## config.mk

```make
export PLATFORM = sky130hd
export DESIGN_NAME = cart_rom_port
export DESIGN_NICKNAME = d
export VERILOG_FILES = /design/src/gb2p_cfg_pkg.sv /design/src/gb2p_bus_pkg.sv /design/src/cart_rom_port.sv
export SDC_FILE = /design/constraint.sdc
export NUM_CORES = 1
export LEC_CHECK = 0
export CORE_MARGIN = 8
export CORE_UTILIZATION = 42
export DETAILED_ROUTE_END_ITERATION = 7
export DONT_BUFFER_PORTS = 1
export PLACE_DENSITY_LB_ADDON = 0.25
export SLEW_MARGIN = 20
export SYNTH_ARGS = -nofsm -noshare
export SYNTH_HDL_FRONTEND = slang
export SYNTH_SLANG_ARGS = --single-unit
```

## constraint.sdc

```tcl
create_clock -name clk_sys -period 1.4 [get_ports clk_sys]
set_clock_uncertainty 0.15 [all_clocks]
set_input_delay 0 -clock clk_sys [delete_from_list [all_inputs] [get_ports clk_sys]]
set_output_delay 0 -clock clk_sys [all_outputs]
set_load 0.1 [all_outputs]
```

## src/gb2p_cfg_pkg.sv

```systemverilog
/*
 * Sizes, download indices and enums shared by the two-console glue.
 * rom_aw here is the widest store that the bus structs can address.
 */
package gb2p_cfg_pkg;

	//////////////////////////////////////////////////////////////////////
	// Widths and depths
	//////////////////////////////////////////////////////////////////////

	// Word address width of the shared cartridge store
	localparam int rom_aw = 10;

	// Byte address width of the host download stream
	localparam int dl_aw = 25;

	//////////////////////////////////////////////////////////////////////
	// Download indices
	//////////////////////////////////////////////////////////////////////

	// Cartridge images (plain, colour and other)
	localparam logic [7:0] dl_idx_cart_a = 8'h01;
	localparam logic [7:0] dl_idx_cart_b = 8'h41;
	localparam logic [7:0] dl_idx_cart_c = 8'h80;

	// Custom palette file
	localparam logic [7:0] dl_idx_palette = 8'h03;

	// Palette after reset, four 24-bit entries from the top down
	localparam logic [127:0] pal_default = 128'h8282_1451_7356_305A_5F1A_3B49_0000_0000;

	//////////////////////////////////////////////////////////////////////
	// Enums
	//////////////////////////////////////////////////////////////////////

	typedef enum logic [1:0] {
		mode_core1 = 2'd0,
		mode_core2 = 2'd1,
		mode_mixed = 2'd2,
		mode_split = 2'd3
	} audio_mode_e;

	typedef enum logic {
		arb_idle = 1'b0,
		arb_busy = 1'b1
	} arb_state_e;

endpackage
```

## src/gb2p_bus_pkg.sv

```systemverilog
/*
 * Bundled signals of the glue: ROM bus, download beat, audio and palette.
 * The ROM bus is read only, so the request carries no write data.
 */
package gb2p_bus_pkg;

	// Wishbone classic request from a port master
	typedef struct packed {
		logic                            cyc;
		logic                            stb;
		logic                            we;
		logic [gb2p_cfg_pkg::rom_aw-1:0] adr;
		logic [1:0]                      sel;
	} wb_req_t;

	// Wishbone response, one 16-bit word
	typedef struct packed {
		logic        ack;
		logic [15:0] dat;
	} wb_rsp_t;

	// One beat of the host download stream
	typedef struct packed {
		logic                           wr;
		logic [gb2p_cfg_pkg::dl_aw-1:0] addr;
		logic [15:0]                    data;
		logic [7:0]                     idx;
	} dl_beat_t;

	// Unsigned stereo sample pair
	typedef struct packed {
		logic [15:0] left;
		logic [15:0] right;
	} stereo_t;

	// Four colour entries, pal1 is the top of the palette register
	typedef struct packed {
		logic [23:0] pal1;
		logic [23:0] pal2;
		logic [23:0] pal3;
		logic [23:0] pal4;
	} pal_t;

endpackage

```

## src/cart_rom_port.sv

```systemverilog
/*
 * Turns a core's byte read strobe into one Wishbone word read.
 * The core must wait for valid before it strobes rd again.
 */
module cart_rom_port #(
	parameter int rom_aw = gb2p_cfg_pkg::rom_aw
) (
	input  logic                  clk_sys,
	input  logic                  reset,
	input  logic                  rd,
	input  logic [rom_aw:0]       addr,
	output logic [7:0]            data,
	output logic                  valid,
	output gb2p_bus_pkg::wb_req_t bus_req,
	input  gb2p_bus_pkg::wb_rsp_t bus_rsp
);

	logic            cyc_q;
	logic            valid_q;
	logic [rom_aw:0] addr_q;
	logic [7:0]      data_q;

	// Cycle control
	always_ff @(posedge clk_sys) begin
		if (reset) begin
			cyc_q   <= 1'b0;
			valid_q <= 1'b0;
		end else begin
			valid_q <= 1'b0;
			if (rd & ~cyc_q) begin
				cyc_q <= 1'b1;
			end else if (cyc_q & bus_rsp.ack) begin
				cyc_q   <= 1'b0;
				valid_q <= 1'b1;
			end
		end
	end

	// Address and returned byte
	always_ff @(posedge clk_sys) begin
		if (rd & ~cyc_q) begin
			addr_q <= addr;
		end
		if (cyc_q & bus_rsp.ack) begin
			data_q <= bus_req.sel[1] ? bus_rsp.dat[15:8] : bus_rsp.dat[7:0];
		end
	end

	// Word address drops bit 0, which picks the lane
	always_comb begin
		bus_req                  = '0;
		bus_req.cyc              = cyc_q;
		bus_req.stb              = cyc_q;
		bus_req.we               = 1'b0;
		bus_req.adr[rom_aw-1:0]  = addr_q[rom_aw:1];
		bus_req.sel              = addr_q[0] ? 2'b10 : 2'b01;
	end

	assign data  = data_q;
	assign valid = valid_q;

endmodule

```

Word level (Yosys, flattened, before mapping)
Index checks and enable logic that the tools add are counted.

Register bits: 21. Input port bits: 31. Output and inout bits: 24. Word-level logic and storage cells: 14.

Mux-type cells: 5. Bitwise operators: 3. Reduce and logical (&&, ||, !) cells: 2.

Operator list (count): 8-bit 2-to-1 mux (1); 1-bit 2-to-1 mux (3); 1-bit AND (2); 2-bit 2-to-1 mux (1); 2-bit nonzero test (1); 2-bit OR reduction (1); 1-bit inverter (1).

Logic depth before layout (Yosys ltp)
Word-level depth: 3. Mapped depth: 2. Gate-level depth less buffers: 2.

Worst setup path before layout
No wires, ideal clock.

Path type: reg-to-reg. Start point: register addr_q[0]. End point: register data_q[0], in the netlist data[0], data pin. Setup time: 0.260 ns. Data arrival time: 1.483 ns. Data required time: 0.990 ns. Setup slack: -0.494 ns. Stages on the path, launching flop included: 3. Buffers on the path: 1. Period minus slack after synthesis: 1.894 ns. Cells stage by stage: edfxtp_1 > buf_6 > mux2_4.

Longest elaborated chain between the ends: 2.

Ends and longest elaborated chain: start: declaration (line cart_rom_port.sv:20) `logic [rom_aw:0] addr_q;`; start signal: assignment (line cart_rom_port.sv:42) `addr_q <= addr;`; 2-bit 2-to-1 mux (line cart_rom_port.sv:56) `bus_req.sel = addr_q[0] ? 2'b10 : 2'b01;`; 8-bit 2-to-1 mux (line cart_rom_port.sv:45) `data_q <= bus_req.sel[1] ? bus_rsp.dat[15:8] : bus_rsp.dat[7:0];`; end signal: assignment (line cart_rom_port.sv:45); end: declaration (line cart_rom_port.sv:21) `logic [7:0] data_q;`.

Every way passes these cells. A chain may end at the register's enable or synchronous reset.

==> impl_metrics.toml <==
[run_status]
status = "completed"

[cells_and_area]
fillerInstances = 123
antenna_cells = 0
drive_gt1_share_pct = 39.6
utilization_pct = 76.5
seqCellArea_um2 = 612
area_growth_pct = 68.7
multi_input_area_um2 = 151
fin_nets = 128

[worst_setup_path]
crit_fanout = 10
regToRegSetupSlack_ps = 120
critPathCaptureType = "output pin"
start_kind = "register"
crit_type = "register to output pin"
worstPathRequired_ps = 1250
arrival_ps = 1170

[sta]
whs_ps = 186
fin_setup_tns_ps = 0
fin_crit_ps = 1320
rsz0062_at_grt = "no"
slew_violations = 0
worstMarginPinSlew_ps = 550
period_share_pct = 94.5
max_clock_freq_mhz = 756
final_hold_viol_count = 0
setup_viol = 0
maxSlewHeadroom_pct = 63.6

[floorplan]
dieArea_um2 = 3560
ios = 55
core_um2 = 1760
die_w_um = 59.6
start_util_pct = 45.3
rows = 15
die_y_um = 59.6

[hold_path]
hp-class = "primary input to register"

[drt]
dr_total_vias = 543
remaining_drc_errors = 0
wl_per_cell_um = 18.4
vias_per_cell = 4.49
routed_wl_um = 2230
drtIter0Drc = 14
ant_nets = 0
drt_pass1_iterations = 4

[clock_tree]
clock_sinks = 21
clock_latency_ps = 280
cts_tree = "yes"
path_clk_slew_ps = 110
cts_buffers = 3
cts-htree-levels = 1
cts_root_buffer = "clkbuf_4"
cts_buffer_depth = 2

[placed_design]
port-buffer-count = 0
gp_routability_congestion = 0.709
hpwlAfterDp_um = 1580

[global_route]
first_global_vias = 626
grt_first_pass_wirelength_um = 3240
grt_overflow = 0
antenna_found_initial = 0
grt_max_degree = 12
grt_use_total_pct = 12.6

[logic_synthesis]
avgSynthCellArea_um2 = 20.0
synth_cell_types = 11
yosysSeqAreaShare_pct = 76.4
syn-instance-count = 40
synth.net_count = 71
yosys_warnings = 0
syn_area_um2 = 800
synth_seq_cells = 21

[power_and_ir_drop]
p_per_area_nw_per_um2 = 1090
ir_worst_vdd_mv = 0.541
leakage_uw = 0.000557
total_power_uw = 1480

[flow_run]
cap_violations = 0
==> flip-flops by register name (all words and copies together), names as in the netlist <==
| register | cells |
|---|---|
| cyc_q | 1 |
| valid | 1 |
| data | 8 |
| addr_q | 11 |
==> synthesized netlist by cell type <==
master | count | area [um^2]
and2_1 | 1 | 6.26
dfxtp_1 | 2 | 40.0
buf_4 | 3 | 22.5
nor2b_1 | 2 | 12.5
inv_1 | 1 | 3.75
nor3_1 | 1 | 5.00
conb_1 | 1 | 3.75
edfxtp_1 | 19 | 571
mux2_4 | 8 | 120
buf_6 | 1 | 11.3
nor2_1 | 1 | 3.75
==> report_power, final <==
| part | switching, uW | internal (uW) |
|---|---|---|
| registers | 12.9 | 724 |
| clock network | 160 | 111 |
| logic | 325 | 144 |
==> cells by family after synthesis <==
kind of cell	share of synthesized area [%]
other cells	0.469
simple gates	3.44
buf+inv	4.69
mux	15.0
flops	76.4
==> area by class of cell <==
cell class | instances | area share [%]
Inverter | 1 | 0.278
Timing Repair Buffer | 56 | 38.9
Clock buffer | 4 | 1.95
Tap cell | 25 | 2.32
Sequential cell | 21 | 45.4
Multi-Input combinational cell | 14 | 11.2
==> path summary, 6_finish.rpt <==
check | startpoint | to | depth (start not counted)
setup / recovery | addr_q[0] | bus_req[0] | 3
hold / removal | addr[5] | addr_q[5] | 1
setup reg to reg | addr_q[0] | data[1] | 2
hold reg to reg | cyc_q | cyc_q | 2
==> critical path, cell delays in order, from the launching register on <==
cell and delay [ps]:
edfxtp_1 430, buf_12 170, inv_1 60, buf_6 220
==> what timing repair did <==
action | 4_1_cts | 5_1_grt
setup endpoints to repair | 0 | 1
gates resized for setup | 0 | 1
buffers inserted | 0 | 0
hold endpoints to repair | 30 | 0
hold buffers | 30 | 0
==> layer usage <==
metal	vias to the layer above	share of wire, %	track usage [%]
li1	253	-	-
met3	4	9.8	5.86
met2	35	56	23.4
met4	0	1.6	3.40
met1	251	33	12.0
met5	-	0	0
==> cells in the final DEF, fill, tap and decap left out, drive strengths merged <==
master       Yosys  layout
nor2b            2       2
nor3             1       1
clkbuf           0       4
dfxtp            2       2
and2             1       1
buf              4      26
edfxtp          19      19
dlygate4sd3      0      30
mux2             8       8
conb             1       1
nor2             1       1
inv              1       1
==> metrics by stage <==
stage	setup slack [ps]	area, um^2	instances
finish	77.1	1350	121
global route	36.4	1350	121
CTS	16.4	1350	121
detailed placement	123	1020	87
global placement	144	1020	87
floorplan	-494	800	40
(Power assumes the default switching activity.)
