[config.mk]
export PLATFORM = sky130hd
export DESIGN_NAME = audio_mixer
export DESIGN_NICKNAME = d
export VERILOG_FILES = /design/src/gb2p_cfg_pkg.sv /design/src/gb2p_bus_pkg.sv /design/src/audio_mixer.sv
export SDC_FILE = /design/constraint.sdc
export NUM_CORES = 1
export LEC_CHECK = 0
export ABC_AREA = 1
export BUFFER_PORTS_ARGS = -buffer_cell sky130_fd_sc_hd__buf_2
export CORE_ASPECT_RATIO = 0.5
export CORE_MARGIN = 2
export CORE_UTILIZATION = 33
export CTS_CLUSTER_DIAMETER = 120
export DETAILED_ROUTE_END_ITERATION = 16
export PLACE_DENSITY = 0.6
export SLEW_MARGIN = 20
export SYNTH_ARGS = -nofsm -noshare
export SYNTH_HDL_FRONTEND = slang
export SYNTH_SLANG_ARGS = --single-unit
[constraint.sdc]
create_clock -name clk_sys -period 2 [get_ports clk_sys]
set_clock_uncertainty 0.1 [all_clocks]
set_input_delay 0.1 -clock clk_sys [delete_from_list [all_inputs] [get_ports clk_sys]]
set_output_delay 0.1 -clock clk_sys [all_outputs]
set_load 0.01 [all_outputs]
[src/gb2p_cfg_pkg.sv]
/*
 * Sizes, download indices and enums shared by the two-console glue.
 * rom_aw here is the widest store that the bus structs can address.
 */
package gb2p_cfg_pkg;

	//////////////////////////////////////////////////////////////////////
	// Widths and depths
	//////////////////////////////////////////////////////////////////////

	// Word address width of the shared cartridge store
	localparam int rom_aw = 10;

	// Byte address width of the host download stream
	localparam int dl_aw = 25;

	//////////////////////////////////////////////////////////////////////
	// Download indices
	//////////////////////////////////////////////////////////////////////

	// Cartridge images (plain, colour and other)
	localparam logic [7:0] dl_idx_cart_a = 8'h01;
	localparam logic [7:0] dl_idx_cart_b = 8'h41;
	localparam logic [7:0] dl_idx_cart_c = 8'h80;

	// Custom palette file
	localparam logic [7:0] dl_idx_palette = 8'h03;

	// Palette after reset, four 24-bit entries from the top down
	localparam logic [127:0] pal_default = 128'h8282_1451_7356_305A_5F1A_3B49_0000_0000;

	//////////////////////////////////////////////////////////////////////
	// Enums
	//////////////////////////////////////////////////////////////////////

	typedef enum logic [1:0] {
		mode_core1 = 2'd0,
		mode_core2 = 2'd1,
		mode_mixed = 2'd2,
		mode_split = 2'd3
	} audio_mode_e;

	typedef enum logic {
		arb_idle = 1'b0,
		arb_busy = 1'b1
	} arb_state_e;

endpackage
[src/gb2p_bus_pkg.sv]
/*
 * Bundled signals of the glue: ROM bus, download beat, audio and palette.
 * The ROM bus is read only, so the request carries no write data.
 */
package gb2p_bus_pkg;

	// Wishbone classic request from a port master
	typedef struct packed {
		logic                            cyc;
		logic                            stb;
		logic                            we;
		logic [gb2p_cfg_pkg::rom_aw-1:0] adr;
		logic [1:0]                      sel;
	} wb_req_t;

	// Wishbone response, one 16-bit word
	typedef struct packed {
		logic        ack;
		logic [15:0] dat;
	} wb_rsp_t;

	// One beat of the host download stream
	typedef struct packed {
		logic                           wr;
		logic [gb2p_cfg_pkg::dl_aw-1:0] addr;
		logic [15:0]                    data;
		logic [7:0]                     idx;
	} dl_beat_t;

	// Unsigned stereo sample pair
	typedef struct packed {
		logic [15:0] left;
		logic [15:0] right;
	} stereo_t;

	// Four colour entries, pal1 is the top of the palette register
	typedef struct packed {
		logic [23:0] pal1;
		logic [23:0] pal2;
		logic [23:0] pal3;
		logic [23:0] pal4;
	} pal_t;

endpackage

[src/audio_mixer.sv]
/*
 * Registered stereo mixer of two cores with unsigned 16-bit samples.
 * Halving before the sum keeps the mixed result from overflowing.
 */
module audio_mixer (
	input  logic                      clk_sys,
	input  logic                      reset,
	input  gb2p_cfg_pkg::audio_mode_e mode,
	input  gb2p_bus_pkg::stereo_t     core1,
	input  gb2p_bus_pkg::stereo_t     core2,
	output gb2p_bus_pkg::stereo_t     mix
);

	gb2p_bus_pkg::stereo_t mix_d;
	gb2p_bus_pkg::stereo_t mix_q;

	// Sum of two samples, each shifted down by one
	function automatic logic [15:0] half_sum(input logic [15:0] a, input logic [15:0] b);
		half_sum = {1'b0, a[15:1]} + {1'b0, b[15:1]};
	endfunction

	always_comb begin
		case (mode)
			gb2p_cfg_pkg::mode_core1: mix_d = core1;
			gb2p_cfg_pkg::mode_core2: mix_d = core2;
			gb2p_cfg_pkg::mode_mixed: begin
				mix_d.left  = half_sum(core1.left, core2.left);
				mix_d.right = half_sum(core1.right, core2.right);
			end
			default: begin
				// Split, core 1 mono on the left and core 2 mono on the right
				mix_d.left  = half_sum(core1.left, core1.right);
				mix_d.right = half_sum(core2.left, core2.right);
			end
		endcase
	end

	always_ff @(posedge clk_sys) begin
		if (reset) begin
			mix_q <= '0;
		end else begin
			mix_q <= mix_d;
		end
	end

	assign mix = mix_q;

endmodule

Word level (Yosys, flattened, before mapping) --
Cells that the tools add are included.
Cells by class: add/sub/neg operators 4, multiply operators 0, div/mod/pow operators 0, order comparisons 0, eq/ne operators 2, shift-type cells 0, muxes and demuxes 1, bitwise logic cells 0, reductions and logical operators 1
Operators by type and width (number):
- $pmux W32 S3 | 1
- $add A15 B15 Y16 | 4
- $eq A2 B1 Y1 const B | 1
- $eq A2 B2 Y1 const B | 1
- $logic_not A2 Y1 | 1
Storage, ports and cells: register bits 32, latch bits 0, memory bits (writable) 0, ROM bits 0, input bits 68, output and inout bits 32, logic and storage cells 10, memories kept 0

Logic depth before layout (Yosys ltp) --
word-level depth 2, depth in mapped cells 17, gate-level depth less buffers 15

Worst setup path before layout --
Ideal clock, no wire load.
kind in2reg, from in mode[1], to reg mix_q, in the netlist mix[8], library setup time 0.115 ns, data arrival time 1.943 ns, data required time 1.785 ns, slack -0.158 ns, stages 16, path buffers 2, cells stage by stage inv_2 -> or2_1 -> clkbuf_1 -> buf_2 -> nor2_1 -> a21oi_1 -> ha_1 -> inv_1 -> fa_1 -> nor2_1 -> nor2_1 -> nor2_1 -> o21ai_0 -> nand2_1 -> nor2_1 -> o21a_1
Between the ends: cells in the longest elaborated chain, start to end 2, elaborated cells between the ends (all ways) 4, those cells by class eq/ne: 2; mux: 1; reduce/logical: 1
Ends and longest elaborated chain:
- start: declaration | line audio_mixer.sv:8 | input gb2p_cfg_pkg::audio_mode_e mode,
- $eq A2 B2 Y1, or another cell as far along | line audio_mixer.sv:23 | case (mode)
- $pmux W32 S3 * | line audio_mixer.sv:23
- end signal: assignment | line audio_mixer.sv:42 | mix_q <= mix_d;
- end: declaration | line audio_mixer.sv:15 | gb2p_bus_pkg::stereo_t mix_q;
Every way passes the cells marked *; elsewhere a longest branch is shown, timed or not. A chain may end at the register's enable or synchronous reset.

Worst setup path after layout --
Same ends and word-level chain as after synthesis.

==> summary by stage <==
Power and ir drop
VDD sags by at most roughly 0.22 mV. The leakage power is between 2 and 3 nW. The total power density per cell area is 563.9 mW/mm2.

Synth
Synthesis produced a netlist whose cell count is roughly 650. The net count after synthesis is roughly 750. After synthesis, the mean cell area works out to 5.499 um2.

Counting distinct cell types in the post-synthesis netlist gives 27. The top cell type by area accounts for 21.32% of the synthesized area. Yosys attributes the largest share of cell area to nand2_1 (21%), dfxtp_1 (18%), inv_1 (14%).

The cell taking the most area after synthesis is nand2_1. Synthesis inferred 32 register bits. The sequential area share after synthesis is ~18%.

The cell area after technology mapping is 0.003591 mm2. The number of warnings issued by yosys is 0.

Status
The run finished with clean final reports.

Placement
Prior to clock tree synthesis, the placed netlist has a worst setup slack of -344.1 ps. In this run the tool buffered the top-level ports with 99 buffer cells. The post-place instance area is 0.004514 mm2. The half-perimeter wire length after placement is 9.552 mm. After detailed placement, the design holds a cell count of a little over 900. The final weighted congestion of routability-driven global placement is around 0.90.

Finish
The total of fill cells in the finished design is around 1200. In the layout the commonest cells are nand2_1 (192), inv_1 (130), buf_2 (98). The commonest non-fill, non-tap cell in the layout is nand2_1. The finished cells cover 0.005004 mm2. The layout overhead on the synthesized area is 39.34%. The number of flip-flops under the largest register name is 32. In the final layout, the share of cells above drive strength 1 is between 20 and 30%. The repair_antennas step left the layout with diodes totalling 0. The final layout contains 898 nets.

The finished layout holds ~940 standard cells, fillers aside.

Timing
The actual transition at the worst max-transition pin is 531.3 ps. Measured against its own limit, the worst slew margin works out to around 65%. The final-report hold violation count is 0.

The total count of max-transition violations in the final report is 0. Counting I/O delays and the setup requirement, the final critical path takes roughly 2000 ps. The worst-case hold slack is around 13 ps. Across all setup checks in the final design, the least slack found is between 50 and 60 ps. Setup repair after global routing could not meet its margin everywhere. For this run, the top clock speed supported by timing is 513.3 MHz.

The fraction of the cycle the final worst path needs is just under 100%. The setup-violating endpoint count in the final report is 0. After routing, the total negative slack on setup checks comes to 0 ps.

Min path
The startpoint identified for the worst hold timing path is core1[19]. The worst hold path passes through 3 cells. The tightest min-delay check is of the input pin to flop type.

Floorplanning
Measured along the y axis, the die boundary spans roughly 78 um. The floorplan die area is about 0.012 mm2. The floorplan row count is 26. Pin placement for this block handled 100 I/O pins. The total area inside the core boundary comes to 0.01041 mm2.

Once the floorplan was initialized, standard cells occupied about a third of the core. The die is between 150 and 200 um wide.

Worst setup path
The cell at the slowest stage of the critical path is fa_2. The required arrival time at the worst endpoint is around 2100 ps. The most critical setup path has its startpoint at mode[1]. The worst setup path is captured at a flop. The kind of cell with the highest combined delay along the critical path is simple AND/OR/NAND/NOR gates. The cell repeated most along the worst path is nor2_2. Together, buffers and inverters on the worst path number 4.

The launching element type of the critical path is an input pin. For this run, the slowest stage of the critical path takes roughly 360 ps. Traced cell by cell, the critical path runs through buf_8 > inv_4 > or2_4 > buf_6 > a21oi_2 > ha_2 > inv_2 > fa_2 > nor2_2 > nor2_2 > nor2_2 > o21ai_1 > nand2_1 > nor2_2 > o21a_1. The critical path is of the input pin to flop type. The top fanout value on the critical path is 10. The data arrival time of the critical path is approximately 2000 ps. The number of stages on the worst setup path is 15.

Routing
In this run, the number of DRC markers left after iteration 0 of detailed routing was 298. The detailed router placed approximately 4400 vias in this run. After detailed routing, the number of remaining DRC violations is 0.

The number of antenna-violating nets in the routed design is 0. Summed over all layers, the routed wires come to roughly 12 mm. In the final routed layout, each cell accounts on average for between 10 and 15 um.

The number of iterations in the first detailed-routing pass is 5. The average via count per standard cell is around 4.7.

Clock network
The H-tree level count is 2. The root buffer selected by CTS is clkbuf_16. Counting along the longest clock path gives a buffer depth of 2. The clock net in this run drives a total of 32 sinks.

TritonCTS built the clock tree. The clock-pin slew on the worst setup and hold paths is ~50 ps. The number of buffers created by CTS is 5.

Global route
The number of antenna violations at the first check in global routing is 0. The number of global-route vias before repair is roughly 3800. Entering global routing, the biggest net connects 31 pins. The first global-routing pass estimated approximately 19 mm of wire.

The global router's overall resource usage is 20.12%. The total global routing overflow is 0.

Flow run
Across the run, the number of max-cap violations was 0.
-- worst paths after layout --
path / slack, ps / endpoint
worst max-delay path: 50 / mix[8]
worst min-delay path: 10 / mix[19]
-- per-layer routing --
layer  routed length [um]  GRT usage (%)
met5                    0              0
met4                   71          3.148
met3                  388          3.353
met2                 5622          32.08
met1                 6187          28.86
-- cell usage after synthesis --
library cell  instances
o21a_1                2
o22ai_1               2
clkbuf_1              6
o21ai_0              46
inv_1               133
o21ai_1               6
nand4_1               4
buf_2                13
nand2_1             204
fa_1                  2
dfxtp_1              32
xnor2_1               2
nor3_1                2
nand3_1              53
inv_2                 3
o21ai_2               2
a31oi_1               8
o221ai_1              1
or2_1                 1
ha_1                 31
buf_4                 1
o211ai_1              1
or2_2                 9
a21oi_1              40
nand3b_1              4
nor2_1               44
buf_1                 1
-- where the power goes --
part           internal [mW]  leakage, nW  total [mW]  switching (mW)
Sequential             0.703        0.266       0.717          0.0140
Combinational          0.606         2.53        1.37           0.769
Clock                  0.440       0.0616       0.730           0.289
-- metrics by stage --
stage	power, mW	util (%)
floorplan	1.487	-
global placement	1.945	43.37
detailed placement	1.955	43.37
CTS	2.704	45.11
global route	3.026	48.06
finish	2.822	48.06
-- cell type report --
class	count	area (um2)	area share [%]
inverter	136	513.0	10.25
sequential	32	640.6	12.80
clock buffer	5	125.1	2.501
multi-input combinational	464	2552	51.01
tap	140	175.2	3.501
timing repair buffer	158	997.2	19.93
-- tightest hold or removal path, cell delays in order --
cell and delay [ps]:
buf_2 110, nand2_1 60, a31oi_1 70
-- logic make-up after synthesis --
kind of cell / count (synthesis) / synth area share [%]
buffers and inverters: 157 / 16.97
flip-flops: 32 / 17.84
adder cells (fa/ha/maj): 33 / 11.92
AO/OA/AOI/OAI: 108 / 15.92
XOR/XNOR: 2 / 0.4879
AND/OR/NAND/NOR: 321 / 36.86
-- what timing repair did --
action | 4_1_cts | 5_1_grt
pin swaps | 5 | 24
setup buffers | 2 | 8
hold buffers | 2 | 0
gates resized for setup | 6 | 72
hold endpoints to repair | 2 | 0
endpoints found under the setup margin | 8 | 24
gates cloned | 1 | 1
Power figures use the tool's default switching activity.
