$ cat src/gb2p_cfg_pkg.sv
/*
 * Sizes, download indices and enums shared by the two-console glue.
 * rom_aw here is the widest store that the bus structs can address.
 */
package gb2p_cfg_pkg;

	//////////////////////////////////////////////////////////////////////
	// Widths and depths
	//////////////////////////////////////////////////////////////////////

	// Word address width of the shared cartridge store
	localparam int rom_aw = 10;

	// Byte address width of the host download stream
	localparam int dl_aw = 25;

	//////////////////////////////////////////////////////////////////////
	// Download indices
	//////////////////////////////////////////////////////////////////////

	// Cartridge images (plain, colour and other)
	localparam logic [7:0] dl_idx_cart_a = 8'h01;
	localparam logic [7:0] dl_idx_cart_b = 8'h41;
	localparam logic [7:0] dl_idx_cart_c = 8'h80;

	// Custom palette file
	localparam logic [7:0] dl_idx_palette = 8'h03;

	// Palette after reset, four 24-bit entries from the top down
	localparam logic [127:0] pal_default = 128'h8282_1451_7356_305A_5F1A_3B49_0000_0000;

	//////////////////////////////////////////////////////////////////////
	// Enums
	//////////////////////////////////////////////////////////////////////

	typedef enum logic [1:0] {
		mode_core1 = 2'd0,
		mode_core2 = 2'd1,
		mode_mixed = 2'd2,
		mode_split = 2'd3
	} audio_mode_e;

	typedef enum logic {
		arb_idle = 1'b0,
		arb_busy = 1'b1
	} arb_state_e;

endpackage
$ cat src/gb2p_bus_pkg.sv
/*
 * Bundled signals of the glue: ROM bus, download beat, audio and palette.
 * The ROM bus is read only, so the request carries no write data.
 */
package gb2p_bus_pkg;

	// Wishbone classic request from a port master
	typedef struct packed {
		logic                            cyc;
		logic                            stb;
		logic                            we;
		logic [gb2p_cfg_pkg::rom_aw-1:0] adr;
		logic [1:0]                      sel;
	} wb_req_t;

	// Wishbone response, one 16-bit word
	typedef struct packed {
		logic        ack;
		logic [15:0] dat;
	} wb_rsp_t;

	// One beat of the host download stream
	typedef struct packed {
		logic                           wr;
		logic [gb2p_cfg_pkg::dl_aw-1:0] addr;
		logic [15:0]                    data;
		logic [7:0]                     idx;
	} dl_beat_t;

	// Unsigned stereo sample pair
	typedef struct packed {
		logic [15:0] left;
		logic [15:0] right;
	} stereo_t;

	// Four colour entries, pal1 is the top of the palette register
	typedef struct packed {
		logic [23:0] pal1;
		logic [23:0] pal2;
		logic [23:0] pal3;
		logic [23:0] pal4;
	} pal_t;

endpackage

$ cat src/rom_arbiter.sv
/*
 * Round-robin arbiter of two Wishbone masters onto the cartridge store.
 * No new grant is given while hold is high; a cycle in flight still completes.
 */
module rom_arbiter #(
	parameter int rom_aw = gb2p_cfg_pkg::rom_aw
) (
	input  logic                  clk_sys,
	input  logic                  reset,
	input  logic                  hold,
	input  gb2p_bus_pkg::wb_req_t m1_req,
	input  gb2p_bus_pkg::wb_req_t m2_req,
	output gb2p_bus_pkg::wb_rsp_t m1_rsp,
	output gb2p_bus_pkg::wb_rsp_t m2_rsp,
	output gb2p_bus_pkg::wb_req_t s_req,
	input  gb2p_bus_pkg::wb_rsp_t s_rsp
);

	gb2p_cfg_pkg::arb_state_e state_q;

	// High when master 2 holds or last held the grant
	logic last_m2_q;

	logic                  req1;
	logic                  req2;
	logic                  pick_m2;
	logic                  busy;
	gb2p_bus_pkg::wb_req_t granted;

	assign req1 = m1_req.cyc & m1_req.stb;
	assign req2 = m2_req.cyc & m2_req.stb;

	// Master 2 wins when alone, or on a tie after master 1 was served
	assign pick_m2 = req2 & (~req1 | ~last_m2_q);

	assign busy    = (state_q == gb2p_cfg_pkg::arb_busy);
	assign granted = last_m2_q ? m2_req : m1_req;

	//////////////////////////////////////////////////////////////////////
	// Grant FSM
	//////////////////////////////////////////////////////////////////////

	always_ff @(posedge clk_sys) begin
		if (reset) begin
			state_q   <= gb2p_cfg_pkg::arb_idle;
			last_m2_q <= 1'b1;
		end else begin
			case (state_q)
				gb2p_cfg_pkg::arb_idle: begin
					if (~hold & (req1 | req2)) begin
						state_q   <= gb2p_cfg_pkg::arb_busy;
						last_m2_q <= pick_m2;
					end
				end
				gb2p_cfg_pkg::arb_busy: begin
					if (s_rsp.ack) begin
						state_q <= gb2p_cfg_pkg::arb_idle;
					end
				end
				default: begin
					state_q <= gb2p_cfg_pkg::arb_idle;
				end
			endcase
		end
	end

	//////////////////////////////////////////////////////////////////////
	// Bus routing
	//////////////////////////////////////////////////////////////////////

	// Only the implemented address bits reach the store
	always_comb begin
		s_req = '0;
		if (busy) begin
			s_req.cyc                = granted.cyc;
			s_req.stb                = granted.stb;
			s_req.we                 = granted.we;
			s_req.sel                = granted.sel;
			s_req.adr[rom_aw-1:0]    = granted.adr[rom_aw-1:0];
		end
	end

	// Data is shared, ack goes to the granted master only
	always_comb begin
		m1_rsp.dat = s_rsp.dat;
		m2_rsp.dat = s_rsp.dat;
		m1_rsp.ack = busy & ~last_m2_q & s_rsp.ack;
		m2_rsp.ack = busy & last_m2_q & s_rsp.ack;
	end

endmodule

$ cat config.mk
export PLATFORM = sky130hd
export DESIGN_NAME = rom_arbiter
export DESIGN_NICKNAME = d
export VERILOG_FILES = /design/src/gb2p_cfg_pkg.sv /design/src/gb2p_bus_pkg.sv /design/src/rom_arbiter.sv
export SDC_FILE = /design/constraint.sdc
export NUM_CORES = 1
export LEC_CHECK = 0
export ABC_CLOCK_PERIOD_IN_PS = 2600
export BUFFER_PORTS_ARGS = -buffer_cell sky130_fd_sc_hd__buf_2
export CORE_ASPECT_RATIO = 0.7
export CORE_MARGIN = 5
export CORE_UTILIZATION = 32
export CTS_BUF_LIST = sky130_fd_sc_hd__clkbuf_4 sky130_fd_sc_hd__clkbuf_8
export DETAILED_ROUTE_END_ITERATION = 10
export PLACE_DENSITY = 0.87
export REMOVE_ABC_BUFFERS = 1
export SLEW_MARGIN = 10
export SYNTH_ARGS = -nofsm -noshare
export SYNTH_HDL_FRONTEND = slang
export SYNTH_SLANG_ARGS = --single-unit
$ cat constraint.sdc
create_clock -name clk_sys -period 2.6 [get_ports clk_sys]
set_clock_uncertainty 0.05 [all_clocks]
set_input_delay 0.26 -clock clk_sys [delete_from_list [all_inputs] [get_ports clk_sys]]
set_output_delay 0.26 -clock clk_sys [all_outputs]
set_load 0.01 [all_outputs]
======== Yosys cells after proc, flatten, opt, wreduce, memory -nomap -nowiden ========
Cells that the tools add are included.
W data, S select, Z words.
word-level totals
  memory bits (read-only) ................. 0
  memories kept ........................... 0
  latch bits .............................. 0
  RAM bits ................................ 0
  output and inout bits ................... 49
  input port bits ......................... 50
  flip-flop bits (word level) ............. 2
cells by class
  shifts and indexed selects .............. 0
  bitwise operators ....................... 14
  equal/unequal tests ..................... 0
  muxes and demuxes ....................... 5
  div/mod/pow operators ................... 0
  multipliers ............................. 0
  reduce and logical (&&, ||, !) cells .... 1
  add/sub/neg operators ................... 0
  magnitude comparators ................... 0
operator list
  kind               count
  $mux W15           2
  $and A1 B1 Y1      8
  $not A1 Y1         4
  $mux W1            2
  $or A1 B1 Y1       2
  $pmux W1 S2        1
  $reduce_and A2 Y1  1

======== Longest topological paths before layout ========
Gate-level depths: netlist of the first run.
  word-level depth ........................ 5
  depth in mapped cells ................... 4
  depth with buffers taken out ............ 2

======== Worst setup path before layout of the first run ========
OpenSTA, ideal clock, no wires.
  path type ............................... flip-flop to output port
  start ................................... reg state_q (netlist: busy)
  end ..................................... out s_req[10] (netlist bit)
  stages on the path, launching flop included .. 4
  data required time ...................... 2.290 ns
  setup slack ............................. 1.413 ns
  arrival ................................. 0.877 ns
  cells stage by stage .................... dfxtp_1 > clkbuf_2 > buf_2 > nor2b_1
RTL lines
  what                    line               source
  start, declared         rom_arbiter.sv:19  gb2p_cfg_pkg::arb_state_e state_q;
  start signal, assigned  rom_arbiter.sv:45  state_q <= gb2p_cfg_pkg::arb_idle;
  start signal, assigned  rom_arbiter.sv:51  state_q <= gb2p_cfg_pkg::arb_busy;
  start signal, assigned  rom_arbiter.sv:57  state_q <= gb2p_cfg_pkg::arb_idle;
  end, declared           rom_arbiter.sv:15  output gb2p_bus_pkg::wb_req_t s_req,

==> results of run 1 <==
[path summary, 6_finish.rpt]
| check | end | cells after the start |
|---|---|---|
| worst min register to register | last_m2_q | 2 |
| worst max-delay path | s_req[5] | 4 |
| worst min-delay path | last_m2_q | 2 |
| worst max register to register | busy | 2 |
[cell families after synthesis]
group                  after synthesis  synth area share
buffers and inverters               36             0.431
AOI/OAI and AO/OA                    3            0.0383
muxes                               15             0.230
DFF                                  2            0.0613
and+or+nand+nor                     22             0.239
[through the flow]
| stage | cells | worst slack, ns | instance area, sq um | hold slack (ns) |
|---|---|---|---|---|
| CTS | 118 | 0.857 | 679 | 0.216 |
| global placement | 115 | 1.18 | 657 | 0.441 |
| floorplan | 42 | 1.13 | 372 | 0.312 |
| detailed placement | 115 | 1.10 | 657 | 0.465 |
| finish | 118 | 0.877 | 679 | 0.224 |
| global route | 118 | 0.752 | 679 | 0.202 |
[layout make-up]
class                      count  area (sq um)  area share
multi-input combinational     40           332       0.488
timing repair buffer          51           258       0.379
sequential                     2          40.0      0.0589
tap                           22          27.5      0.0405
clock buffer                   3          22.5      0.0331
[power by group]
group	leakage, nW	internal (mW)	switching [mW]	total [mW]
sequential	0.0164	0.0328	0.00659	0.0394
clock	0.0138	0.0510	0.0178	0.0688
combinational	0.430	0.0474	0.0333	0.0807
total	0.460	0.131	0.0577	0.189
[state kept, by name (all words and copies together), names as in the netlist]
name       count
busy           1
last_m2_q      1
[routing by layer]
layer | vias up | track usage | routed length, um
met4 | 0 | 0.0871 | 14
met5 | - | 0.0313 | 0
li1 | 266 | - | -
met2 | 46 | 0.154 | 942
met1 | 264 | 0.165 | 926
met3 | 2 | 0.129 | 335
[layout by cell type (no fill, tap or decap)]
cell	instances
mux2i_1	15
nor2b_1	15
nor2_1	2
nand4bb_1	1
and3_2	1
or3b_2	1
dfxtp_1	2
nor4b_4	1
a32oi_1	1
clkbuf_4	3
buf_4	1
a22oi_1	1
buf_2	50
o41ai_1	1
nand2_1	1
[worst reg2reg max path: stages (launching register included)]
cell,delay (ns)
dfxtp_1,0.68
or3b_2,0.50
o41ai_1,0.07
==> results.toml, run 1 <==
[synthesis]
synth.most_common_cell = "buf_4"
yosys_warnings = 0
synth_top_area_cell = "buf_4"
synthesis.instances = 78
syn_area_sq_um = 653
synth-seq-cells = 2
synth_area_leaders = "buf_4 37%, mux2i_1 23%, nor2b_1 14%"
synth-edff-count = 0
synth.avg_cell_area_sq_um = 8.37
ys_top_cells_by_count = "32 x buf_4, 15 x mux2i_1, 15 x nor2b_1, 2 x dfxtp_1, 2 x nor2_1"
yosysUniqueCellTypes = 17
synth_top_area_share = 0.368
ys.flop_type = "dfxtp_1"
ys_async_sr_fraction = 0
ys_seq_area_frac = 0.0613

[layout]
nets = 148
syn_to_final_growth_pct = 4.02
n_antenna_cell = 0
final_core_util = 0.357
fillCellCount = 213
drive_gt1_frac = 0.594

[cts]
clk_pin_slew_worst_paths_ns = 0.03
clkSinkCount = 2
cts_tree = "done"
cts_inserted_buffers = 3
clk_latency_ns = 0.22
clockRootBuffer = "clkbuf_4"
h-tree-depth = 1
post_cts_buffers = 0
post_cts_resized = 0
cts_hold_buffers = 0
clockBufferDepth = 2

[power]
power.density_nw_per_um2 = 278
ir_worst_vdd_mv = 0.0700
finalPower_uw = 189
total_leakage_power_nw = 0.460

[routing]
drtPass1Iterations = 2
dr.first_iter.drc_count = 9
drc = 0
num_vias = 578
viasPerCell = 4.90
antenna_left = 0
wl_mm = 2.22
wl_per_cell_um = 18.8

[grt]
grt_max_degree = 22
grt_pass1_vias = 574
antenna_found_initial = 0
grtUsageTotal = 0.141
grt_overflow = 0
grt_pass1_wl_mm = 3.03

[worst_setup_path]
worstPathCellList = "buf_4 > mux2i_1 > nor2b_1 > buf_2"
regToRegStartpoint = "busy"
cp-start-kind = "flip-flop"
critPathMaxFanout = 13
cp-end-kind = "output port"
crit_path_top_delay_cell = "dfxtp_1"
cp.required_ns = 2.29
cp_top_family = "flip-flops"
critPathArrivalTime_ns = 1.41
slowest_delay_ns = 0.46
reg2reg_slack_ns = 1.19
crit_buf_inv = 2
criticalPathCategory = "flip-flop to output port"
setup.worst_path.start = "last_m2_q"

[sta]
fmaxAchievable_mhz = 580
fin_setup_tns_ns = 0
tightestPinTransition_ns = 0.594
hold_viol = 0
setup_viol = 0
rsz0062_at_grt = "false"
slew_headroom = 0.604
period_needed_ns = 1.72
fin_crit_sh = 0.663
timing.final.max_slew_violations = 0

[place]
globalplace.congestion = 0.788
dp_hpwl_mm = 1.88
portBuffers = 50

[floorplanning]
die_h_um = 47.8
die_w_um = 64.0
dieArea_sq_um = 3060
fp-row-count = 13
num_io_pins = 99
core-area_sq_um = 1900
start_util = 0.343

[outcome]
status = "complete, no violations"

[worst_hold_path]
hold_start = "m1_req[14]"
min_path_type = "primary input to flip-flop"

[flow_run]
maxCapViolCount = 0
No activity file was read; power rests on OpenSTA's default activity.
==> run 2, diff against run 1 <==
Settings changed: ABC_AREA from default to 1, ABC_CLOCK_PERIOD_IN_PS 2600 to 1800, PLACE_DENSITY 0.87 to 0.83.
Clock period 2.6 ns to 1.8 ns, I/O delays scaled along.
==> results.toml, run 2 <==
[synthesis]
synth-edff-count = 0
yosysUniqueCellTypes = 13
ys_top_cells_by_count = "32 x buf_4, 23 x nand3_1, 22 x nand2_1, 10 x nand3_2, 5 x buf_6"
ys.flop_type = "dfxtp_1"
synthesis.instances = 105
ys_seq_area_frac = 0.0548
synth.avg_cell_area_sq_um = 6.96
synth_area_leaders = "buf_4 33%, nand3_1 16%, nand3_2 14%"
synth_top_area_share = 0.329
synth-seq-cells = 2
ys_async_sr_fraction = 0
synth_top_area_cell = "buf_4"
yosys_warnings = 0
synth.most_common_cell = "buf_4"
syn_area_sq_um = 731

[floorplanning]
die_h_um = 50.0
core-area_sq_um = 2170
die_w_um = 67.1
dieArea_sq_um = 3350
start_util = 0.336
fp-row-count = 14
num_io_pins = 99

[sta]
fin_setup_tns_ns = 0
setup_viol = 0
tightestPinTransition_ns = 0.493
fin_crit_sh = 0.891
setup_ws_ns = 0.197
slew_headroom = 0.671
rsz0062_at_grt = "false"
timing.final.max_slew_violations = 0
fmaxAchievable_mhz = 624
period_needed_ns = 1.60
whs_ns = 0.0718
hold_viol = 0

[cts]
clockRootBuffer = "clkbuf_4"
clockBufferDepth = 2
clk_latency_ns = 0.23
post_cts_resized = 0
h-tree-depth = 1
cts_hold_buffers = 0
cts_inserted_buffers = 3
clkSinkCount = 2
clk_pin_slew_worst_paths_ns = 0.03
post_cts_buffers = 0
cts_tree = "done"

[worst_setup_path]
cp-end-kind = "output port"
critPathMaxFanout = 11
cp-start-kind = "flip-flop"
criticalPathCategory = "flip-flop to output port"
cp.required_ns = 1.57
worstPathCellList = "buf_4 > nand3_1 > nand2_1 > buf_2"
critPathArrivalTime_ns = 1.37
slowest_delay_ns = 0.62
crit_path_top_delay_cell = "dfxtp_1"

[routing]
drtPass1Iterations = 4
viasPerCell = 4.59
antenna_left = 0
num_vias = 707
dr.first_iter.drc_count = 17
wl_mm = 2.08
wl_per_cell_um = 13.5
drc = 0

[layout]
n_antenna_cell = 0
fillCellCount = 253
nets = 174
syn_to_final_growth_pct = -0.171
final_area_sq_um = 729
most-common-layout-cells = "50 x buf_2, 23 x nand3_1, 22 x nand2_1, 10 x nand3_2"
final_common_cell = "buf_2"
drive_gt1_frac = 0.574

[power]
power.internal_uw = 179
combPwrFrac = 0.446
switching_share = 0.370
p_switching_uw = 105
p_clk_frac = 0.360
power.density_nw_per_um2 = 389
ir_worst_vdd_mv = 0.119
sequentialPowerShare = 0.194
total_leakage_power_nw = 0.448
finalPower_uw = 284

[place]
dp_hpwl_mm = 1.72
pre_cts_ws_ns = 0.411
portBuffers = 50
globalplace.congestion = 0.696
place_area_sq_um = 707

[grt]
grtUsageTotal = 0.122
busiest_layer = "met2"
grt_overflow = 0
grt_pass1_wl_mm = 2.91
use_met1 = 0.128
antenna_found_initial = 0
grt_max_degree = 20
grtUsageMet2 = 0.131
grtUsageMet3 = 0.125
grt_pass1_vias = 624

[worst_hold_path]
min_path_type = "primary input to flip-flop"

[flow_run]
maxCapViolCount = 0

[outcome]
status = "complete, no violations"
-- run 2: cell families after synthesis --
kind of cell           Yosys count  share of synthesized area
buffers and inverters           43                      0.491
AO/OA/AOI/OAI                    1                     0.0120
flip-flops                       2                     0.0548
AND/OR/NAND/NOR                 59                      0.442
-- run 2: cell type report --
cell class | instances | area [sq um] | share of cell area
Multi-Input combinational cell | 60 | 332 | 0.455
Timing Repair Buffer | 53 | 273 | 0.374
Sequential cell | 2 | 40.0 | 0.0549
Tap cell | 32 | 40.0 | 0.0549
Clock buffer | 3 | 22.5 | 0.0309
Inverter | 4 | 22.5 | 0.0309
-- run 2: layer usage --
metal  share of wire  routed length (um)  vias up
met2            0.37                 766       60
met4           0.011                  22        0
met1            0.41                 857      304
li1                -                   -      341
met5               0                   0        -
met3            0.21                 431        2
-- run 2: metrics by stage --
stage,util,instances
floorplan,-,66
CTS,0.336,154
finish,0.336,154
global route,0.336,154
global placement,0.325,151
detailed placement,0.325,151
-- run 2: path summary, 6_finish.rpt --
kind,start,slack (ns),to,cells past startpoint
max,last_m2_q,0.20,s_req[14],4
min,reset,0.07,busy,2
max reg2reg,last_m2_q,0.54,last_m2_q,4
min reg2reg,busy,0.63,busy,3
-- run 2: power by group through the flow --
stage | clock network (mW) | logic (mW) | registers [mW]
after CTS | 0.109 | 0.128 | 0.0554
after global routing | 0.111 | 0.141 | 0.0559
final | 0.102 | 0.127 | 0.0551
after global placement | 0 | 0.127 | 0.0558
after floorplan | 0 | 0.0455 | 0.0678
after detailed placement | 0 | 0.128 | 0.0559
-- run 2: worst max-delay path: cells and delay by family, from the launching register on --
family                 cells  cell delay, ns
and+or+nand+nor            2            0.15
buffers and inverters      2            0.38
DFF                        1            0.62
==> run 3, diff against run 2 <==
--- a/config.mk
+++ b/config.mk
@@ -7,5 +7,4 @@
 export LEC_CHECK = 0
 export ABC_AREA = 1
-export ABC_CLOCK_PERIOD_IN_PS = 1800
 export BUFFER_PORTS_ARGS = -buffer_cell sky130_fd_sc_hd__buf_2
 export CORE_ASPECT_RATIO = 0.7
==> constraint.sdc (replaced) <==
create_clock -name clk_sys -period 1.8 [get_ports clk_sys]
set_clock_uncertainty 0.05 [all_clocks]
set_input_delay 0.09 -clock clk_sys [delete_from_list [all_inputs] [get_ports clk_sys]]
set_output_delay 0.09 -clock clk_sys [all_outputs]
set_load 0.01 [all_outputs]
==> results.toml, run 3 (same netlist as run 2, synthesis figures left out) <==
[layout]
final_common_cell = "buf_2"
final_area_sq_um = 752
drive_gt1_frac = 0.569
fillCellCount = 251
nets = 175
regArea_sq_um = 40.0
final_cells = 155
syn_to_final_growth_pct = 2.91
multiInputGateArea_sq_um = 332
final_core_util = 0.346
n_antenna_cell = 0
most-common-layout-cells = "50 x buf_2, 23 x nand3_1, 22 x nand2_1, 10 x nand3_2"

[grt]
grtUsageTotal = 0.123
grt_pass1_wl_mm = 3.09
grt_max_degree = 19
antenna_found_initial = 0
grt_pass1_vias = 614
grt_overflow = 0

[floorplanning]
num_io_pins = 99
core-area_sq_um = 2170
dieArea_sq_um = 3350
die_w_um = 67.1
die_h_um = 50.0
start_util = 0.336
fp-row-count = 14

[sta]
fin_setup_tns_ns = 0
timing.final.max_slew_violations = 0
period_needed_ns = 1.37
whs_ns = 0.111
slew_headroom = 0.781
setup_viol = 0
setup_ws_ns = 0.430
tightestPinTransition_ns = 0.328
fmaxAchievable_mhz = 730
hold_viol = 0
fin_crit_sh = 0.761
rsz0062_at_grt = "false"

[routing]
dr.first_iter.drc_count = 7
viasPerCell = 4.43
num_vias = 687
drtPass1Iterations = 4
antenna_left = 0
wl_per_cell_um = 13.8
drc = 0
wl_mm = 2.14

[worst_setup_path]
worstReg2RegEnd = "last_m2_q"
regToRegStartpoint = "busy"
criticalPathCategory = "flip-flop to output port"
cp-end-kind = "output port"
reg2reg_depth = 5
critPathArrivalTime_ns = 1.23
reg2reg_slack_ns = 0.80
cp.required_ns = 1.66
critPathMaxFanout = 16
cp-start-kind = "flip-flop"

[cts]
clk_pin_slew_worst_paths_ns = 0.03
clockBufferDepth = 2
cts_inserted_buffers = 3
h-tree-depth = 1
clockRootBuffer = "clkbuf_4"
clkSinkCount = 2
clk_latency_ns = 0.22
cts_tree = "done"

[worst_hold_path]
min_path_type = "primary input to flip-flop"
holdPathStages = 4
hold_end = "busy"
hold_start = "s_rsp[16]"

[flow_run]
maxCapViolCount = 0

[outcome]
status = "complete, no violations"

[power]
finalPower_uw = 286
ir_worst_vdd_mv = 0.148
total_leakage_power_nw = 0.458
power.density_nw_per_um2 = 380

[place]
pre_cts_ws_ns = 0.653
place_area_sq_um = 719
portBuffers = 50
globalplace.congestion = 0.718
dp_cells = 151
==> run 3: timing repair <==
item,in CTS,in global routing
resized for setup,0,0
endpoints found under the hold margin,1,0
setup buffers,0,0
hold buffers,1,0
endpoints found under the setup margin,0,0
==> run 3: how the worst max path moves through the flow <==
stage                  to      start  cells past startpoint
2_1_floorplan  m1_rsp[16]       busy                      2
3_3_place_gp    s_req[14]  last_m2_q                      5
3_5_place_dp     s_req[0]  last_m2_q                      5
4_1_cts          s_req[0]  last_m2_q                      5
5_1_grt          s_req[3]  last_m2_q                      5
6_report         s_req[0]  last_m2_q                      5
==> run 3: where the power goes <==
group | internal (mW) | switching [mW]
Combinational | 0.0632 | 0.0729
Clock | 0.0734 | 0.0233
Sequential | 0.0478 | 0.00523
Total | 0.184 | 0.101
==> run 3: critical path, stage by stage, from the launching register on <==
cell and delay [ns]:
dfxtp_1 0.50, buf_12 0.19, inv_8 0.06, nand3_1 0.07
nand2_1 0.05, buf_2 0.13
==> run 3: area by class of cell <==
type                    count  area share
flip-flops and latches      2      0.0532
repair buffers             54       0.393
multi-input cells          60       0.441
inverters                   4      0.0300
well taps                  32      0.0532
clock buffers               3      0.0300
==> run 3: routing by layer <==
metal / GRT usage / wire length [um]
met1: 0.148 / 841
met2: 0.127 / 764
met3: 0.143 / 497
met4: 0.0202 / 3
met5: 0.125 / 32
